[src/hdl/lc4_config.svh]
//**************************************************
// sizes for the reduced lc4 core
// word and address share one width, pc wraps at 16 bits
//**************************************************
`ifndef LC4_CONFIG_SVH
`define LC4_CONFIG_SVH

// data and address width
`define LC4_WORD_W 16

// register file geometry
`define LC4_REG_SEL_W 3
`define LC4_NUM_REGS 8

// first fetch address after reset
`define LC4_RESET_PC 16'h8200

// trace stall code width
`define LC4_STALL_W 2

`endif

[src/hdl/lc4_isa_pkg.sv]
//**************************************************
// lc4 subset: add/sub/and, const, ldr/str, br, nop
// every other encoding decodes as a nop
//**************************************************
`default_nettype none
`include "lc4_config.svh"

package lc4_isa_pkg;

    // major opcode, insn[15:12]
    typedef enum logic [3:0] {
        op_br    = 4'b0000,
        op_add   = 4'b0001,
        op_and   = 4'b0101,
        op_ldr   = 4'b0110,
        op_str   = 4'b0111,
        op_const = 4'b1001
    } opcode_t;

    // sub-opcode, insn[5:3]
    // fn_rr is add in the add group and and in the and group
    typedef enum logic [2:0] {
        fn_rr  = 3'b000,
        fn_sub = 3'b010
    } subop_t;

    typedef enum logic [1:0] {alu_add, alu_sub, alu_and, alu_pass} alu_op_t;

    // decoded control, all zero is a nop
    typedef struct packed {
        logic [`LC4_REG_SEL_W-1:0] rs_sel;
        logic [`LC4_REG_SEL_W-1:0] rt_sel;
        logic [`LC4_REG_SEL_W-1:0] rd_sel;
        logic                      rs_re;
        logic                      rt_re;
        logic                      rd_we;
        logic                      nzp_we;
        logic                      is_load;
        logic                      is_store;
        logic                      is_branch;
        logic [2:0]                br_mask;
        alu_op_t                   alu_op;
        logic [`LC4_WORD_W-1:0]    imm;
    } ctrl_t;

    // sign class of a word as n, z, p
    function automatic logic [2:0] nzp_of(input logic [`LC4_WORD_W-1:0] value);
        return (value == '0) ? 3'b010 : (value[`LC4_WORD_W-1] ? 3'b100 : 3'b001);
    endfunction

endpackage

`default_nettype wire

[src/hdl/lc4_pipe_pkg.sv]
//**************************************************
// pipeline records; stall code 1 is unused with one pipe
//**************************************************
`default_nettype none
`include "lc4_config.svh"

package lc4_pipe_pkg;

    // trace code carried with every slot
    typedef enum logic [`LC4_STALL_W-1:0] {
        stall_none   = 2'd0,
        stall_branch = 2'd2,
        stall_load   = 2'd3
    } stall_t;

    // one pipeline slot
    typedef struct packed {
        logic [`LC4_WORD_W-1:0] pc;
        logic [`LC4_WORD_W-1:0] insn;
        lc4_isa_pkg::ctrl_t     ctrl;
        stall_t                 stall;
    } stage_t;

    // empty slot tagged with why it is empty
    function automatic stage_t bubble(input stall_t code);
        stage_t slot;
        slot       = '0;
        slot.stall = code;
        return slot;
    endfunction

endpackage

`default_nettype wire

[src/hdl/lc4_alu.sv]
//**************************************************
// x stage datapath: result, address, branch target
//**************************************************
`timescale 1ns/1ns
`default_nettype none
`include "lc4_config.svh"

module lc4_alu (
    input  wire lc4_isa_pkg::ctrl_t   i_ctrl,
    input  wire [`LC4_WORD_W-1:0]     i_pc,
    input  wire [`LC4_WORD_W-1:0]     i_rs_data,
    input  wire [`LC4_WORD_W-1:0]     i_rt_data,
    input  wire [2:0]                 i_nzp,
    output logic [`LC4_WORD_W-1:0]    o_result,
    output logic [2:0]                o_nzp,
    output logic                      o_branch_taken
);

    logic [`LC4_WORD_W-1:0] op_a;
    logic [`LC4_WORD_W-1:0] op_b;

    // branches add to pc + 1, memory ops add to the base
    assign op_a = i_ctrl.is_branch ? i_pc + 1'b1 : i_rs_data;
    assign op_b = (i_ctrl.is_branch || i_ctrl.is_load || i_ctrl.is_store) ?
                  i_ctrl.imm : i_rt_data;

    always_comb begin
        case (i_ctrl.alu_op)
            lc4_isa_pkg::alu_sub: o_result = op_a - op_b;
            lc4_isa_pkg::alu_and: o_result = op_a & op_b;
            // const loads the sign-extended immediate
            lc4_isa_pkg::alu_pass: o_result = i_ctrl.imm;
            default: o_result = op_a + op_b;
        endcase
    end

    assign o_nzp = lc4_isa_pkg::nzp_of(o_result);

    // i_nzp is the architectural register, already updated by older insns
    assign o_branch_taken = i_ctrl.is_branch && |(i_ctrl.br_mask & i_nzp);

endmodule

`default_nettype wire

[src/hdl/lc4_bypass_unit.sv]
//**************************************************
// m/w to x operand bypass and w to m store data
// a load in m is never a source, the stall covers it
//**************************************************
`timescale 1ns/1ns
`default_nettype none
`include "lc4_config.svh"

module lc4_bypass_unit (
    input  wire lc4_isa_pkg::ctrl_t  i_x_ctrl,
    input  wire lc4_isa_pkg::ctrl_t  i_m_ctrl,
    input  wire lc4_isa_pkg::ctrl_t  i_w_ctrl,
    input  wire [`LC4_WORD_W-1:0]    i_x_rs_data,
    input  wire [`LC4_WORD_W-1:0]    i_x_rt_data,
    input  wire [`LC4_WORD_W-1:0]    i_m_result,
    input  wire [`LC4_WORD_W-1:0]    i_m_rt_data,
    input  wire [`LC4_WORD_W-1:0]    i_w_data,
    output logic [`LC4_WORD_W-1:0]   o_rs_op,
    output logic [`LC4_WORD_W-1:0]   o_rt_op,
    output logic [`LC4_WORD_W-1:0]   o_store_data
);

    logic m_rs, w_rs, m_rt, w_rt, w_store;

    // youngest producer first
    assign m_rs = i_x_ctrl.rs_re && i_m_ctrl.rd_we && i_m_ctrl.rd_sel == i_x_ctrl.rs_sel;
    assign w_rs = i_x_ctrl.rs_re && i_w_ctrl.rd_we && i_w_ctrl.rd_sel == i_x_ctrl.rs_sel;
    assign m_rt = i_x_ctrl.rt_re && i_m_ctrl.rd_we && i_m_ctrl.rd_sel == i_x_ctrl.rt_sel;
    assign w_rt = i_x_ctrl.rt_re && i_w_ctrl.rd_we && i_w_ctrl.rd_sel == i_x_ctrl.rt_sel;

    assign o_rs_op = m_rs ? i_m_result : (w_rs ? i_w_data : i_x_rs_data);
    assign o_rt_op = m_rt ? i_m_result : (w_rt ? i_w_data : i_x_rt_data);

    // ldr then str of the same register resolves here
    assign w_store = i_m_ctrl.is_store && i_w_ctrl.rd_we &&
                     i_w_ctrl.rd_sel == i_m_ctrl.rt_sel;
    assign o_store_data = w_store ? i_w_data : i_m_rt_data;

endmodule

`default_nettype wire

[src/hdl/lc4_decoder.sv]
//**************************************************
// combinational decode of the kept subset
// mul, div, shifts and immediate alu forms become nops
//**************************************************
`timescale 1ns/1ns
`default_nettype none
`include "lc4_config.svh"

module lc4_decoder (
    input  wire [`LC4_WORD_W-1:0] i_insn,
    output lc4_isa_pkg::ctrl_t    o_ctrl
);

    lc4_isa_pkg::opcode_t   opcode;
    lc4_isa_pkg::subop_t    subop;
    logic [`LC4_WORD_W-1:0] imm6;
    logic [`LC4_WORD_W-1:0] imm9;

    assign opcode = lc4_isa_pkg::opcode_t'(i_insn[15:12]);
    assign subop  = lc4_isa_pkg::subop_t'(i_insn[5:3]);
    // ldr/str offset and br/const immediate
    assign imm6   = {{(`LC4_WORD_W-6){i_insn[5]}}, i_insn[5:0]};
    assign imm9   = {{(`LC4_WORD_W-9){i_insn[8]}}, i_insn[8:0]};

    always_comb begin
        o_ctrl        = '0;
        o_ctrl.rs_sel = i_insn[8:6];
        o_ctrl.rt_sel = i_insn[2:0];
        o_ctrl.rd_sel = i_insn[11:9];
        case (opcode)
            lc4_isa_pkg::op_br: begin
                // a zero mask is the nop, never a branch
                if (i_insn[11:9] != 3'b000) begin
                    o_ctrl.is_branch = 1'b1;
                    o_ctrl.br_mask   = i_insn[11:9];
                    o_ctrl.imm       = imm9;
                end
            end
            lc4_isa_pkg::op_add: begin
                if (subop == lc4_isa_pkg::fn_rr || subop == lc4_isa_pkg::fn_sub) begin
                    o_ctrl.rs_re  = 1'b1;
                    o_ctrl.rt_re  = 1'b1;
                    o_ctrl.rd_we  = 1'b1;
                    o_ctrl.nzp_we = 1'b1;
                    o_ctrl.alu_op = (subop == lc4_isa_pkg::fn_sub) ?
                                    lc4_isa_pkg::alu_sub : lc4_isa_pkg::alu_add;
                end
            end
            lc4_isa_pkg::op_and: begin
                if (subop == lc4_isa_pkg::fn_rr) begin
                    o_ctrl.rs_re  = 1'b1;
                    o_ctrl.rt_re  = 1'b1;
                    o_ctrl.rd_we  = 1'b1;
                    o_ctrl.nzp_we = 1'b1;
                    o_ctrl.alu_op = lc4_isa_pkg::alu_and;
                end
            end
            lc4_isa_pkg::op_ldr: begin
                o_ctrl.rs_re   = 1'b1;
                o_ctrl.rd_we   = 1'b1;
                o_ctrl.nzp_we  = 1'b1;
                o_ctrl.is_load = 1'b1;
                o_ctrl.imm     = imm6;
            end
            lc4_isa_pkg::op_str: begin
                // store data register sits in the rd field
                o_ctrl.rt_sel   = i_insn[11:9];
                o_ctrl.rs_re    = 1'b1;
                o_ctrl.rt_re    = 1'b1;
                o_ctrl.is_store = 1'b1;
                o_ctrl.imm      = imm6;
            end
            lc4_isa_pkg::op_const: begin
                o_ctrl.rd_we  = 1'b1;
                o_ctrl.nzp_we = 1'b1;
                o_ctrl.alu_op = lc4_isa_pkg::alu_pass;
                o_ctrl.imm    = imm9;
            end
            default: begin
            end
        endcase
    end

endmodule

`default_nettype wire

[src/hdl/lc4_hazard_unit.sv]
//**************************************************
// load-use and load-to-branch stall, branch flush
// flush wins over stall in the same cycle
//**************************************************
`timescale 1ns/1ns
`default_nettype none

module lc4_hazard_unit (
    input  wire lc4_isa_pkg::ctrl_t  i_d_ctrl,
    input  wire lc4_isa_pkg::ctrl_t  i_x_ctrl,
    input  wire                      i_x_branch_taken,
    output logic                     o_hold_fd,
    output logic                     o_flush_d,
    output logic                     o_bubble_x,
    output lc4_pipe_pkg::stall_t     o_x_stall
);

    logic rs_hit;
    logic rt_hit;
    logic load_stall;

    // store data is exempt, w to m bypass picks it up later
    assign rs_hit = i_d_ctrl.rs_re && i_d_ctrl.rs_sel == i_x_ctrl.rd_sel;
    assign rt_hit = i_d_ctrl.rt_re && !i_d_ctrl.is_store &&
                    i_d_ctrl.rt_sel == i_x_ctrl.rd_sel;

    // a branch waits for any load, the load sets nzp in m
    assign load_stall = i_x_ctrl.is_load && (rs_hit || rt_hit || i_d_ctrl.is_branch);

    assign o_flush_d  = i_x_branch_taken;
    assign o_hold_fd  = load_stall && !i_x_branch_taken;
    assign o_bubble_x = load_stall || i_x_branch_taken;
    assign o_x_stall  = i_x_branch_taken ? lc4_pipe_pkg::stall_branch :
                        lc4_pipe_pkg::stall_load;

endmodule

`default_nettype wire

[src/hdl/lc4_processor.sv]
//**************************************************
// single-issue 5-stage lc4 core, f d x m w
// memories must answer in the same cycle
//**************************************************
`timescale 1ns/1ns
`default_nettype none
`include "lc4_config.svh"

module lc4_processor (
    input  wire                      gwe,
    input  wire                      i_arst_n,
    output logic [`LC4_WORD_W-1:0]   o_cur_pc,
    input  wire [`LC4_WORD_W-1:0]    i_cur_insn,
    output logic [`LC4_WORD_W-1:0]   o_dmem_addr,
    input  wire [`LC4_WORD_W-1:0]    i_cur_dmem_data,
    output logic                     o_dmem_we,
    output logic [`LC4_WORD_W-1:0]   o_dmem_towrite,
    output lc4_pipe_pkg::stall_t     o_test_stall,
    output logic [`LC4_WORD_W-1:0]   o_test_cur_pc,
    output logic [`LC4_WORD_W-1:0]   o_test_cur_insn,
    output logic                     o_test_regfile_we,
    output logic [`LC4_REG_SEL_W-1:0] o_test_regfile_wsel,
    output logic [`LC4_WORD_W-1:0]   o_test_regfile_data,
    output logic                     o_test_nzp_we,
    output logic [2:0]               o_test_nzp_new_bits
);

    logic [`LC4_WORD_W-1:0] pc, d_pc, d_insn;
    lc4_pipe_pkg::stall_t   d_stall, hz_stall;
    lc4_isa_pkg::ctrl_t     d_ctrl;
    lc4_pipe_pkg::stage_t   x_q, m_q, w_q;
    logic [`LC4_WORD_W-1:0] rf_rs, rf_rt, x_rs_data, x_rt_data, rs_op, rt_op;
    logic [`LC4_WORD_W-1:0] alu_result, m_result, m_rt_data, store_data;
    logic [`LC4_WORD_W-1:0] w_result, w_load_data, w_data;
    logic [2:0]             alu_nzp, nzp_q;
    logic                   branch_taken, hold_fd, flush_d, bubble_x;

    lc4_decoder u_decoder (.i_insn(d_insn), .o_ctrl(d_ctrl));

    lc4_regfile u_regfile (
        .gwe(gwe), .i_arst_n(i_arst_n),
        .i_rs_sel(d_ctrl.rs_sel), .i_rt_sel(d_ctrl.rt_sel),
        .i_rd_sel(w_q.ctrl.rd_sel), .i_rd_we(w_q.ctrl.rd_we), .i_wdata(w_data),
        .o_rs_data(rf_rs), .o_rt_data(rf_rt)
    );

    lc4_hazard_unit u_hazard (
        .i_d_ctrl(d_ctrl), .i_x_ctrl(x_q.ctrl), .i_x_branch_taken(branch_taken),
        .o_hold_fd(hold_fd), .o_flush_d(flush_d), .o_bubble_x(bubble_x),
        .o_x_stall(hz_stall)
    );

    lc4_bypass_unit u_bypass (
        .i_x_ctrl(x_q.ctrl), .i_m_ctrl(m_q.ctrl), .i_w_ctrl(w_q.ctrl),
        .i_x_rs_data(x_rs_data), .i_x_rt_data(x_rt_data), .i_m_result(m_result),
        .i_m_rt_data(m_rt_data), .i_w_data(w_data),
        .o_rs_op(rs_op), .o_rt_op(rt_op), .o_store_data(store_data)
    );

    lc4_alu u_alu (
        .i_ctrl(x_q.ctrl), .i_pc(x_q.pc), .i_rs_data(rs_op), .i_rt_data(rt_op),
        .i_nzp(nzp_q), .o_result(alu_result), .o_nzp(alu_nzp),
        .o_branch_taken(branch_taken)
    );

    // f and d: redirect on a taken branch, hold on a load stall
    always_ff @(posedge gwe or negedge i_arst_n) begin
        if (!i_arst_n) begin
            pc      <= `LC4_RESET_PC;
            d_pc    <= '0;
            d_insn  <= '0;
            d_stall <= lc4_pipe_pkg::stall_branch;
        end else if (flush_d) begin
            pc      <= alu_result;
            d_pc    <= '0;
            d_insn  <= '0;
            d_stall <= lc4_pipe_pkg::stall_branch;
        end else if (!hold_fd) begin
            pc      <= pc + 1'b1;
            d_pc    <= pc;
            d_insn  <= i_cur_insn;
            d_stall <= lc4_pipe_pkg::stall_none;
        end
    end

    // x, m, w slot records
    always_ff @(posedge gwe or negedge i_arst_n) begin
        if (!i_arst_n) begin
            x_q <= lc4_pipe_pkg::bubble(lc4_pipe_pkg::stall_branch);
            m_q <= lc4_pipe_pkg::bubble(lc4_pipe_pkg::stall_branch);
            w_q <= lc4_pipe_pkg::bubble(lc4_pipe_pkg::stall_branch);
        end else begin
            if (bubble_x) begin
                x_q <= lc4_pipe_pkg::bubble(hz_stall);
            end else begin
                x_q.pc    <= d_pc;
                x_q.insn  <= d_insn;
                x_q.ctrl  <= d_ctrl;
                x_q.stall <= d_stall;
            end
            m_q <= x_q;
            w_q <= m_q;
        end
    end

    // operand and result payload
    always_ff @(posedge gwe) begin
        x_rs_data   <= rf_rs;
        x_rt_data   <= rf_rt;
        m_result    <= alu_result;
        m_rt_data   <= rt_op;
        w_result    <= m_result;
        w_load_data <= i_cur_dmem_data;
    end

    // alu insns set nzp at end of x, loads at end of m
    // x is younger, so it wins when both write
    always_ff @(posedge gwe or negedge i_arst_n) begin
        if (!i_arst_n) begin
            nzp_q <= 3'b000;
        end else if (x_q.ctrl.nzp_we && !x_q.ctrl.is_load) begin
            nzp_q <= alu_nzp;
        end else if (m_q.ctrl.is_load) begin
            nzp_q <= lc4_isa_pkg::nzp_of(i_cur_dmem_data);
        end
    end

    assign o_cur_pc       = pc;
    assign o_dmem_addr    = m_result;
    assign o_dmem_we      = m_q.ctrl.is_store;
    assign o_dmem_towrite = store_data;

    // w write data and trace
    assign w_data              = w_q.ctrl.is_load ? w_load_data : w_result;
    assign o_test_stall        = w_q.stall;
    assign o_test_cur_pc       = w_q.pc;
    assign o_test_cur_insn     = w_q.insn;
    assign o_test_regfile_we   = w_q.ctrl.rd_we;
    assign o_test_regfile_wsel = w_q.ctrl.rd_sel;
    assign o_test_regfile_data = w_data;
    assign o_test_nzp_we       = w_q.ctrl.nzp_we;
    assign o_test_nzp_new_bits = lc4_isa_pkg::nzp_of(w_data);

    // a memory write only ever comes from a decoded str
    a_store_only: assert property (@(posedge gwe) disable iff (!i_arst_n)
        o_dmem_we |-> m_q.insn[15:12] == lc4_isa_pkg::op_str);

endmodule

`default_nettype wire

[src/hdl/lc4_regfile.sv]
//**************************************************
// 8 x 16 register file, 2 reads, 1 write
// reads see the value written in the same cycle
//**************************************************
`timescale 1ns/1ns
`default_nettype none
`include "lc4_config.svh"

module lc4_regfile (
    input  wire                      gwe,
    input  wire                      i_arst_n,
    input  wire [`LC4_REG_SEL_W-1:0] i_rs_sel,
    input  wire [`LC4_REG_SEL_W-1:0] i_rt_sel,
    input  wire [`LC4_REG_SEL_W-1:0] i_rd_sel,
    input  wire                      i_rd_we,
    input  wire [`LC4_WORD_W-1:0]    i_wdata,
    output logic [`LC4_WORD_W-1:0]   o_rs_data,
    output logic [`LC4_WORD_W-1:0]   o_rt_data
);

    logic [`LC4_WORD_W-1:0] regs [`LC4_NUM_REGS];

    always_ff @(posedge gwe or negedge i_arst_n) begin
        if (!i_arst_n) begin
            for (int i = 0; i < `LC4_NUM_REGS; i++) begin
                regs[i] <= '0;
            end
        end else if (i_rd_we) begin
            regs[i_rd_sel] <= i_wdata;
        end
    end

    // write-through covers the w to d distance
    assign o_rs_data = (i_rd_we && i_rd_sel == i_rs_sel) ? i_wdata : regs[i_rs_sel];
    assign o_rt_data = (i_rd_we && i_rd_sel == i_rt_sel) ? i_wdata : regs[i_rt_sel];

    // w stage must never retire a write to an unknown register
    a_wsel_known: assert property (@(posedge gwe) disable iff (!i_arst_n)
        i_rd_we |-> !$isunknown(i_rd_sel));

endmodule

`default_nettype wire

[config.mk]
export PLATFORM = sky130hd
export DESIGN_NAME = lc4_processor
export DESIGN_NICKNAME = d
export VERILOG_FILES = /design/src/hdl/lc4_isa_pkg.sv /design/src/hdl/lc4_pipe_pkg.sv /design/src/hdl/lc4_alu.sv /design/src/hdl/lc4_bypass_unit.sv /design/src/hdl/lc4_decoder.sv /design/src/hdl/lc4_hazard_unit.sv /design/src/hdl/lc4_processor.sv /design/src/hdl/lc4_regfile.sv
export VERILOG_INCLUDE_DIRS = /design/src /design/src/hdl
export SDC_FILE = /design/constraint.sdc
export NUM_CORES = 1
export LEC_CHECK = 0
export BUFFER_PORTS_ARGS = -buffer_cell sky130_fd_sc_hd__buf_2
export CAP_MARGIN = 0
export CORE_MARGIN = 2
export CORE_UTILIZATION = 30
export CTS_BUF_LIST = sky130_fd_sc_hd__clkbuf_8 sky130_fd_sc_hd__clkbuf_16
export CTS_CLUSTER_DIAMETER = 150
export CTS_CLUSTER_SIZE = 16
export DETAILED_ROUTE_END_ITERATION = 12
export MAX_ROUTING_LAYER = met4
export PLACE_DENSITY = 0.49
export SYNTH_ARGS = -nofsm -noshare
export SYNTH_HDL_FRONTEND = slang
export SYNTH_SLANG_ARGS = --single-unit
[constraint.sdc]
create_clock -name gwe -period 4.6 [get_ports gwe]
set_input_delay 0 -clock gwe [delete_from_list [all_inputs] [get_ports gwe]]
set_output_delay 0 -clock gwe [all_outputs]
set_load 0.01 [all_outputs]
==> impl_metrics.json, run 1 <==
{
  "post_drt_via_cell_ratio": 5.04,
  "skew_ns": 0.0239,
  "synth_seq_cells": 409,
  "synth-edff-count": 0,
  "pin_count": 141,
  "start_util_pct": 30.3,
  "syn-mean-instance-area_um2": 10.7,
  "clkTransAtPathRegs_ns": 0.09,
  "fin_ws_ns": -0.0840,
  "seq_area_frac_synth_pct": 52.1,
  "clkLatencyLatePin_ns": 0.59,
  "yosys_most_used_dff": "dfrtp_1",
  "syn_nets": 1809,
  "cts.sinks": 409,
  "synthArstFlopShare_pct": 76.5,
  "yosysMostFrequentCell": "dfrtp_1",
  "cts_made_buffers": 29,
  "h-tree-depth": 1,
  "rsz0062_at_grt": "true",
  "netlist.area_leader.share_pct": 41.0,
  "hold_class": "input pin to asynchronous set/reset pin",
  "routedWlPerCell_um": 22.2,
  "die_y_um": 254,
  "syn_inst": 1752,
  "grt_max_degree": 98,
  "cp.required_ns": 5.12,
  "arrival_ns": 5.20,
  "crit_fanout": 6,
  "yosysTopAreaCell": "dfrtp_1",
  "grt_pass1_vias": 14700,
  "cts_buffer_depth": 3,
  "drcViolationCount": 0,
  "leakage_nw": 10.3,
  "cp_cell_sequence": "xor2_4 -> or4_4 -> buf_6 -> a2bb2oi_2 -> o21ai_4 -> nor2_2 -> nand2_1 -> o21ai_1 -> xor2_1 -> ha_1 -> a2111o_1 -> o211ai_1 -> nand2_1 -> xor2_1 -> o22ai_1 -> nand3_1 -> or4_4 -> or4_4 -> o22ai_2",
  "antenna_found_initial": 3,
  "worst_slew_pin_slew_ns": 1.19,
  "hold_viol": 6,
  "critPathKind": "register to register",
  "total_power_mw": 14.2,
  "grt_overflow": 0,
  "grt_usage_pct": 20.5,
  "die_x_um": 254,
  "ant_nets": 0,
  "outcome": "finished with violations",
  "relSlewSlack_pct": 19.5,
  "tritoncts": "built",
  "worst-path-buf-inv": 1,
  "dieArea_um2": 64400,
  "worst_path_max_delay_cell": "or4_4",
  "path_common_cell": "or4_4",
  "vias": 14500,
  "hold_ws_ns": -0.0246,
  "drtIter0Drc": 996,
  "area_growth_pct": 21.7,
  "fmax_mhz": 213,
  "path_delay_family": "simple AND/OR/NAND/NOR gates",
  "start_kind": "register",
  "drv_cap": 0,
  "max_stage_delay_ns": 0.60,
  "fp-row-count": 91,
  "finalWirelength_um": 63700,
  "setup_viol": 1,
  "fin_nets": 2064,
  "ys_warn_count": 0,
  "gp_congestion": 0.899,
  "yosys.cell_types.count": 83,
  "slew_viol_final": 0,
  "violations": "hold timing, setup timing",
  "power_density_nw_per_um2": 622,
  "numPortBuffers": 140,
  "synth_area_um2": 18700,
  "grt_pass1_wl_um": 95100,
  "synth_common_cells": "dfrtp_1 (307), nor2_1 (181), nand2_1 (166)",
  "clockRootBuffer": "clkbuf_16",
  "dp_hpwl_um": 46500,
  "ir_drop_uv": 279,
  "core_area_um2": 61700,
  "netlist_top_cells_area": "dfrtp_1 (41%), dfxtp_1 (10%), mux4_2 (7.7%)",
  "first_pass_iters": 5,
  "fin_crit_sh_pct": 102,
  "cp-end-kind": "register",
  "period_needed_ns": 4.68,
  "drive_above_1_share_pct": 24.2
}
[final timing paths]
| kind | start | to | slack (ns) | cells after the start |
|---|---|---|---|---|
| worst max-delay path | x_q[33]$_DFF_PN0_ | nzp_q[1]$_DFFE_PN0P_ | -0.08 | 19 |
| worst min-delay path | i_arst_n | nzp_q[1]$_DFFE_PN0P_ | -0.02 | 2 |
| worst max register to register | x_q[33]$_DFF_PN0_ | nzp_q[1]$_DFFE_PN0P_ | -0.08 | 19 |
| worst min register to register | m_q[67]$_DFF_PN0_ | o_test_cur_pc[12]$_DFF_PN0_ | 0.35 | 0 |
| max in group asynchronous | i_arst_n | u_regfile.regs[124]$_DFFE_PN0P_ | 3.33 | 3 |
| min in group gwe | i_cur_dmem_data[6] | w_load_data[6]$_DFF_P_ | 0.07 | 2 |
[state kept, by name (all words and copies together) (netlist names), 3 cells and up]
name / count
d_insn: 16
d_pc: 16
m_q: 39
m_rt_data: 16
nzp_q: 3
o_cur_pc: 16
o_dmem_addr: 16
o_test_cur_insn: 14
o_test_cur_pc: 16
u_regfile.regs: 128
w_load_data: 16
w_result: 16
x_q: 57
x_rs_data: 16
x_rt_data: 16
[logic make-up after synthesis]
kind of cell    Yosys count  share of synthesized area [%]
simple gates            526                           13.3
flops                   409                           52.1
compound gates          394                           12.9
buf+inv                 166                           3.79
mux                     158                           12.8
xor+xnor                 76                           3.59
fa+ha+maj                23                           1.58
[per-layer routing]
layer,GRT usage [%],share of wire (%),wire (µm),vias to the layer above
met5,-,0,0,-
met4,6.84,3.4,2200,0
met3,3.09,5.5,3540,95
met2,33.3,48,30700,408
met1,26.3,43,27300,7250
li1,-,-,-,6697
[final cells by class]
type	count	area, µm²
Antenna cell	1	2.50
Clock buffer	29	726
Clock inverter	22	87.6
Inverter	39	146
Timing Repair Buffer	351	2470
Multi-Input combinational cell	1177	8550
Tap cell	837	1050
Sequential cell	409	9770
Fill cell	6172	38900
[per-stage QoR]
stage / cell area (µm²) / setup slack (ns) / cells / setup TNS [ns] / utilization, %
2_1_floorplan: 18800 / -0.164 / 1752 / -0.164 / -
5_1_grt: 22800 / -0.257 / 2865 / -0.631 / 36.9
4_1_cts: 22700 / -0.0713 / 2861 / -0.0713 / 36.7
3_3_place_gp: 21400 / -0.160 / 2772 / -0.216 / 34.6
3_5_place_dp: 21400 / -0.211 / 2772 / -0.402 / 34.6
6_report: 22800 / -0.0840 / 2865 / -0.0840 / 36.9
[cells in the final DEF (no fill, tap or decap), types with 10 or more instances in the layout]
cell type | Yosys | routed
dfrtp_1 | 307 | 302
nor2_1 | 181 | 177
buf_4 | 9 | 168
nand2_1 | 166 | 165
a21oi_1 | 145 | 140
buf_2 | 18 | 139
o21ai_0 | 110 | 105
dfxtp_1 | 96 | 96
mux2i_1 | 90 | 87
mux4_2 | 64 | 64
inv_1 | 38 | 59
and3_1 | 44 | 44
xor2_1 | 38 | 36
xnor2_1 | 37 | 34
dlygate4sd3_1 | 0 | 34
clkbuf_16 | 0 | 29
nand3_1 | 24 | 24
ha_1 | 22 | 20
and2_1 | 18 | 17
nand4_1 | 16 | 16
a211oi_1 | 16 | 15
nor2b_1 | 14 | 14
o21a_1 | 11 | 11
a21o_1 | 11 | 11
o211ai_1 | 10 | 10
[repair_timing]
item | CTS | global route
endpoints found under the setup margin | 4 | 5
pin swaps | 16 | 30
hold buffers | 34 | 0
gates resized for setup | 23 | 25
endpoints found under the hold margin | 110 | 0
setup buffers | 4 | 4
[report_power, final]
group	internal (mW)	total, mW	switching [mW]
clock	1.14	2.40	1.26
combinational	2.90	6.29	3.39
sequential	4.67	5.50	0.829
No activity file was read; power rests on OpenSTA's default activity.
==> run 2: changes to the inputs <==
--- a/config.mk
+++ b/config.mk
@@ -15,7 +15,7 @@
 export CTS_CLUSTER_SIZE = 16
 export DETAILED_ROUTE_END_ITERATION = 12
 export MAX_ROUTING_LAYER = met4
-export PLACE_DENSITY = 0.49
+export PLACE_DENSITY = 0.48
 export SYNTH_ARGS = -nofsm -noshare
 export SYNTH_HDL_FRONTEND = slang
 export SYNTH_SLANG_ARGS = --single-unit
==> constraint.sdc (replaced) <==
create_clock -name gwe -period 5.35 [get_ports gwe]
set_input_delay 0 -clock gwe [delete_from_list [all_inputs] [get_ports gwe]]
set_output_delay 0 -clock gwe [all_outputs]
set_load 0.01 [all_outputs]
==> run 2 against run 1 <==
The flow now finishes without violations; critical path type unchanged; via count shrank 2.9%; largest power group is now registers; non-clock buffer count shrank 100; clock skew grew 0.019 ns; worst setup slack gained 0.43 ns.
==> impl_metrics.json, run 2 (synthesized netlist as in run 1, its figures left out) <==
{
  "ir_drop_uv": 275,
  "clkLatencyLatePin_ns": 0.60,
  "drtIter0Drc": 999,
  "fmax_mhz": 200,
  "hold_ws_ns": 0.0609,
  "worst_path_max_delay_cell": "or4_1",
  "arrival_ns": 5.50,
  "largest_reg_flops": 128,
  "drv_cap": 0,
  "place_area_um2": 20600,
  "rsz0062_at_grt": "false",
  "relSlewSlack_pct": 22.3,
  "ant_nets": 0,
  "start_kind": "register",
  "total_power_mw": 11.3,
  "grt_overflow": 0,
  "core_area_um2": 61700,
  "h-tree-depth": 1,
  "cp_cell_sequence": "xnor2_2 -> and4_4 -> nor2_1 -> o311a_1 -> or2_2 -> ha_1 -> nor2_1 -> xor2_1 -> ha_1 -> nor2b_1 -> o21a_1 -> o21ai_0 -> a21o_1 -> a21oi_2 -> nor3_1 -> o311ai_1 -> or4_1 -> or4_1 -> o22ai_2",
  "clockRootBuffer": "clkbuf_16",
  "fin_crit_sh_pct": 93.5,
  "final_area_um2": 21800,
  "start_util_pct": 30.3,
  "cts_made_buffers": 29,
  "dieArea_um2": 64400,
  "routedWlPerCell_um": 21.9,
  "vias": 14000,
  "fin_tns_setup_ns": 0,
  "slew_viol_final": 0,
  "dp_hpwl_um": 43100,
  "fin_nets": 1964,
  "cp.required_ns": 5.85,
  "outcome": "finished clean",
  "worst_slew_pin_slew_ns": 1.17,
  "die_y_um": 254,
  "top_register": "u_regfile.regs",
  "leakage_nw": 9.81,
  "grt_pass1_wl_um": 91600,
  "first_pass_iters": 5,
  "cp-end-kind": "register",
  "hold_class": "input pin to register",
  "cts.sinks": 409,
  "crit_fanout": 4,
  "fin_ws_ns": 0.350,
  "finalWirelength_um": 60700,
  "clkTransAtPathRegs_ns": 0.08,
  "grt_usage_pct": 19.5,
  "final_cell_mix": "dfrtp_1 (306), nor2_1 (180), nand2_1 (166)",
  "gp_congestion": 0.918,
  "drcViolationCount": 0,
  "power_density_nw_per_um2": 520,
  "numPortBuffers": 140,
  "die_x_um": 254,
  "final_common_cell": "dfrtp_1",
  "area_growth_pct": 16.5,
  "grt_pass1_vias": 14100,
  "period_needed_ns": 5.00,
  "cts_buffer_depth": 3,
  "top_regs": "u_regfile.regs x128, x_q x57, m_q x39",
  "diodes": 0,
  "critPathKind": "register to register",
  "grt_max_degree": 167,
  "fp-row-count": 91,
  "pre_cts_ws_ns": 0.199,
  "antenna_found_initial": 0,
  "drive_above_1_share_pct": 18.7,
  "setup_viol": 0,
  "skew_ns": 0.0431,
  "hold_viol": 0,
  "post_drt_via_cell_ratio": 5.07,
  "max_stage_delay_ns": 0.57,
  "tritoncts": "built",
  "pin_count": 141
}
[run 2: cell types whose count changed in the layout (fill, tap and decap cells not counted), moves of 3 or more]
cell and change:
buf_4 -94, buf_6 -3, buf_12 -4, o21ai_1 -3, dfrtp_1 +4, a21oi_1 +4
a21oi_2 -4, nor2_1 +3, o21ai_0 +5, dfrtp_2 -4
[run 2: cell type report]
| class | count | area (µm²) |
|---|---|---|
| clock buffers | 29 | 726 |
| clock inverters | 24 | 100 |
| fillers | 6251 | 39900 |
| inverters | 39 | 146 |
| multi-input cells | 1177 | 8380 |
| flip-flops and latches | 409 | 9760 |
| well taps | 837 | 1050 |
| repair buffers | 251 | 1660 |
[run 2: through the flow]
step / cells / util [%]
after floorplan: 1752 / -
after global placement: 2677 / 33.4
after detailed placement: 2677 / 33.4
after CTS: 2765 / 35.3
after global routing: 2766 / 35.4
final: 2766 / 35.4
[run 2: final timing paths]
path	start	end	slack, ns	depth (start not counted)
min	i_cur_dmem_data[10]	w_load_data[10]$_DFF_P_	0.06	2
max in group asynchronous	i_arst_n	o_cur_pc[2]$_DFFE_PN0P_	3.38	4
min reg2reg	m_q[55]$_DFF_PN0_	o_test_cur_pc[0]$_DFF_PN0_	0.35	0
max reg2reg	x_q[34]$_DFF_PN0_	nzp_q[1]$_DFFE_PN0P_	0.35	19
min in group asynchronous	i_arst_n	u_regfile.regs[126]$_DFFE_PN0P_	0.50	3
max	x_q[34]$_DFF_PN0_	nzp_q[1]$_DFFE_PN0P_	0.35	19
[run 2: per-layer routing]
| layer | part of all wire (%) | GRT usage (%) | up-vias | wire length (µm) |
|---|---|---|---|---|
| met5 | 0 | - | - | 0 |
| met4 | 2.3 | 4.99 | 0 | 1420 |
| met3 | 4.6 | 2.28 | 73 | 2780 |
| met2 | 48 | 31.8 | 366 | 29200 |
| met1 | 45 | 25.8 | 7083 | 27300 |
| li1 | - | - | 6507 | - |
[run 2: repair_timing]
item | in CTS | in global routing
resized for setup | 0 | 8
setup endpoints to repair | 0 | 2
buffers inserted | 0 | 1
hold buffers | 35 | 0
hold endpoints to repair | 109 | 0
[run 2: critical path: cells and delay by family, from the launching register on]
family          cells  cell delay, ns
simple gates        8            2.22
fa+ha+maj           2            0.56
xor+xnor            2            0.38
flops               1            0.43
compound gates      7            1.36
[run 2: power by group]
| group | internal, mW | switching (mW) |
|---|---|---|
| Combinational | 1.94 | 2.57 |
| Clock | 0.982 | 1.10 |
| Sequential | 4.01 | 0.727 |
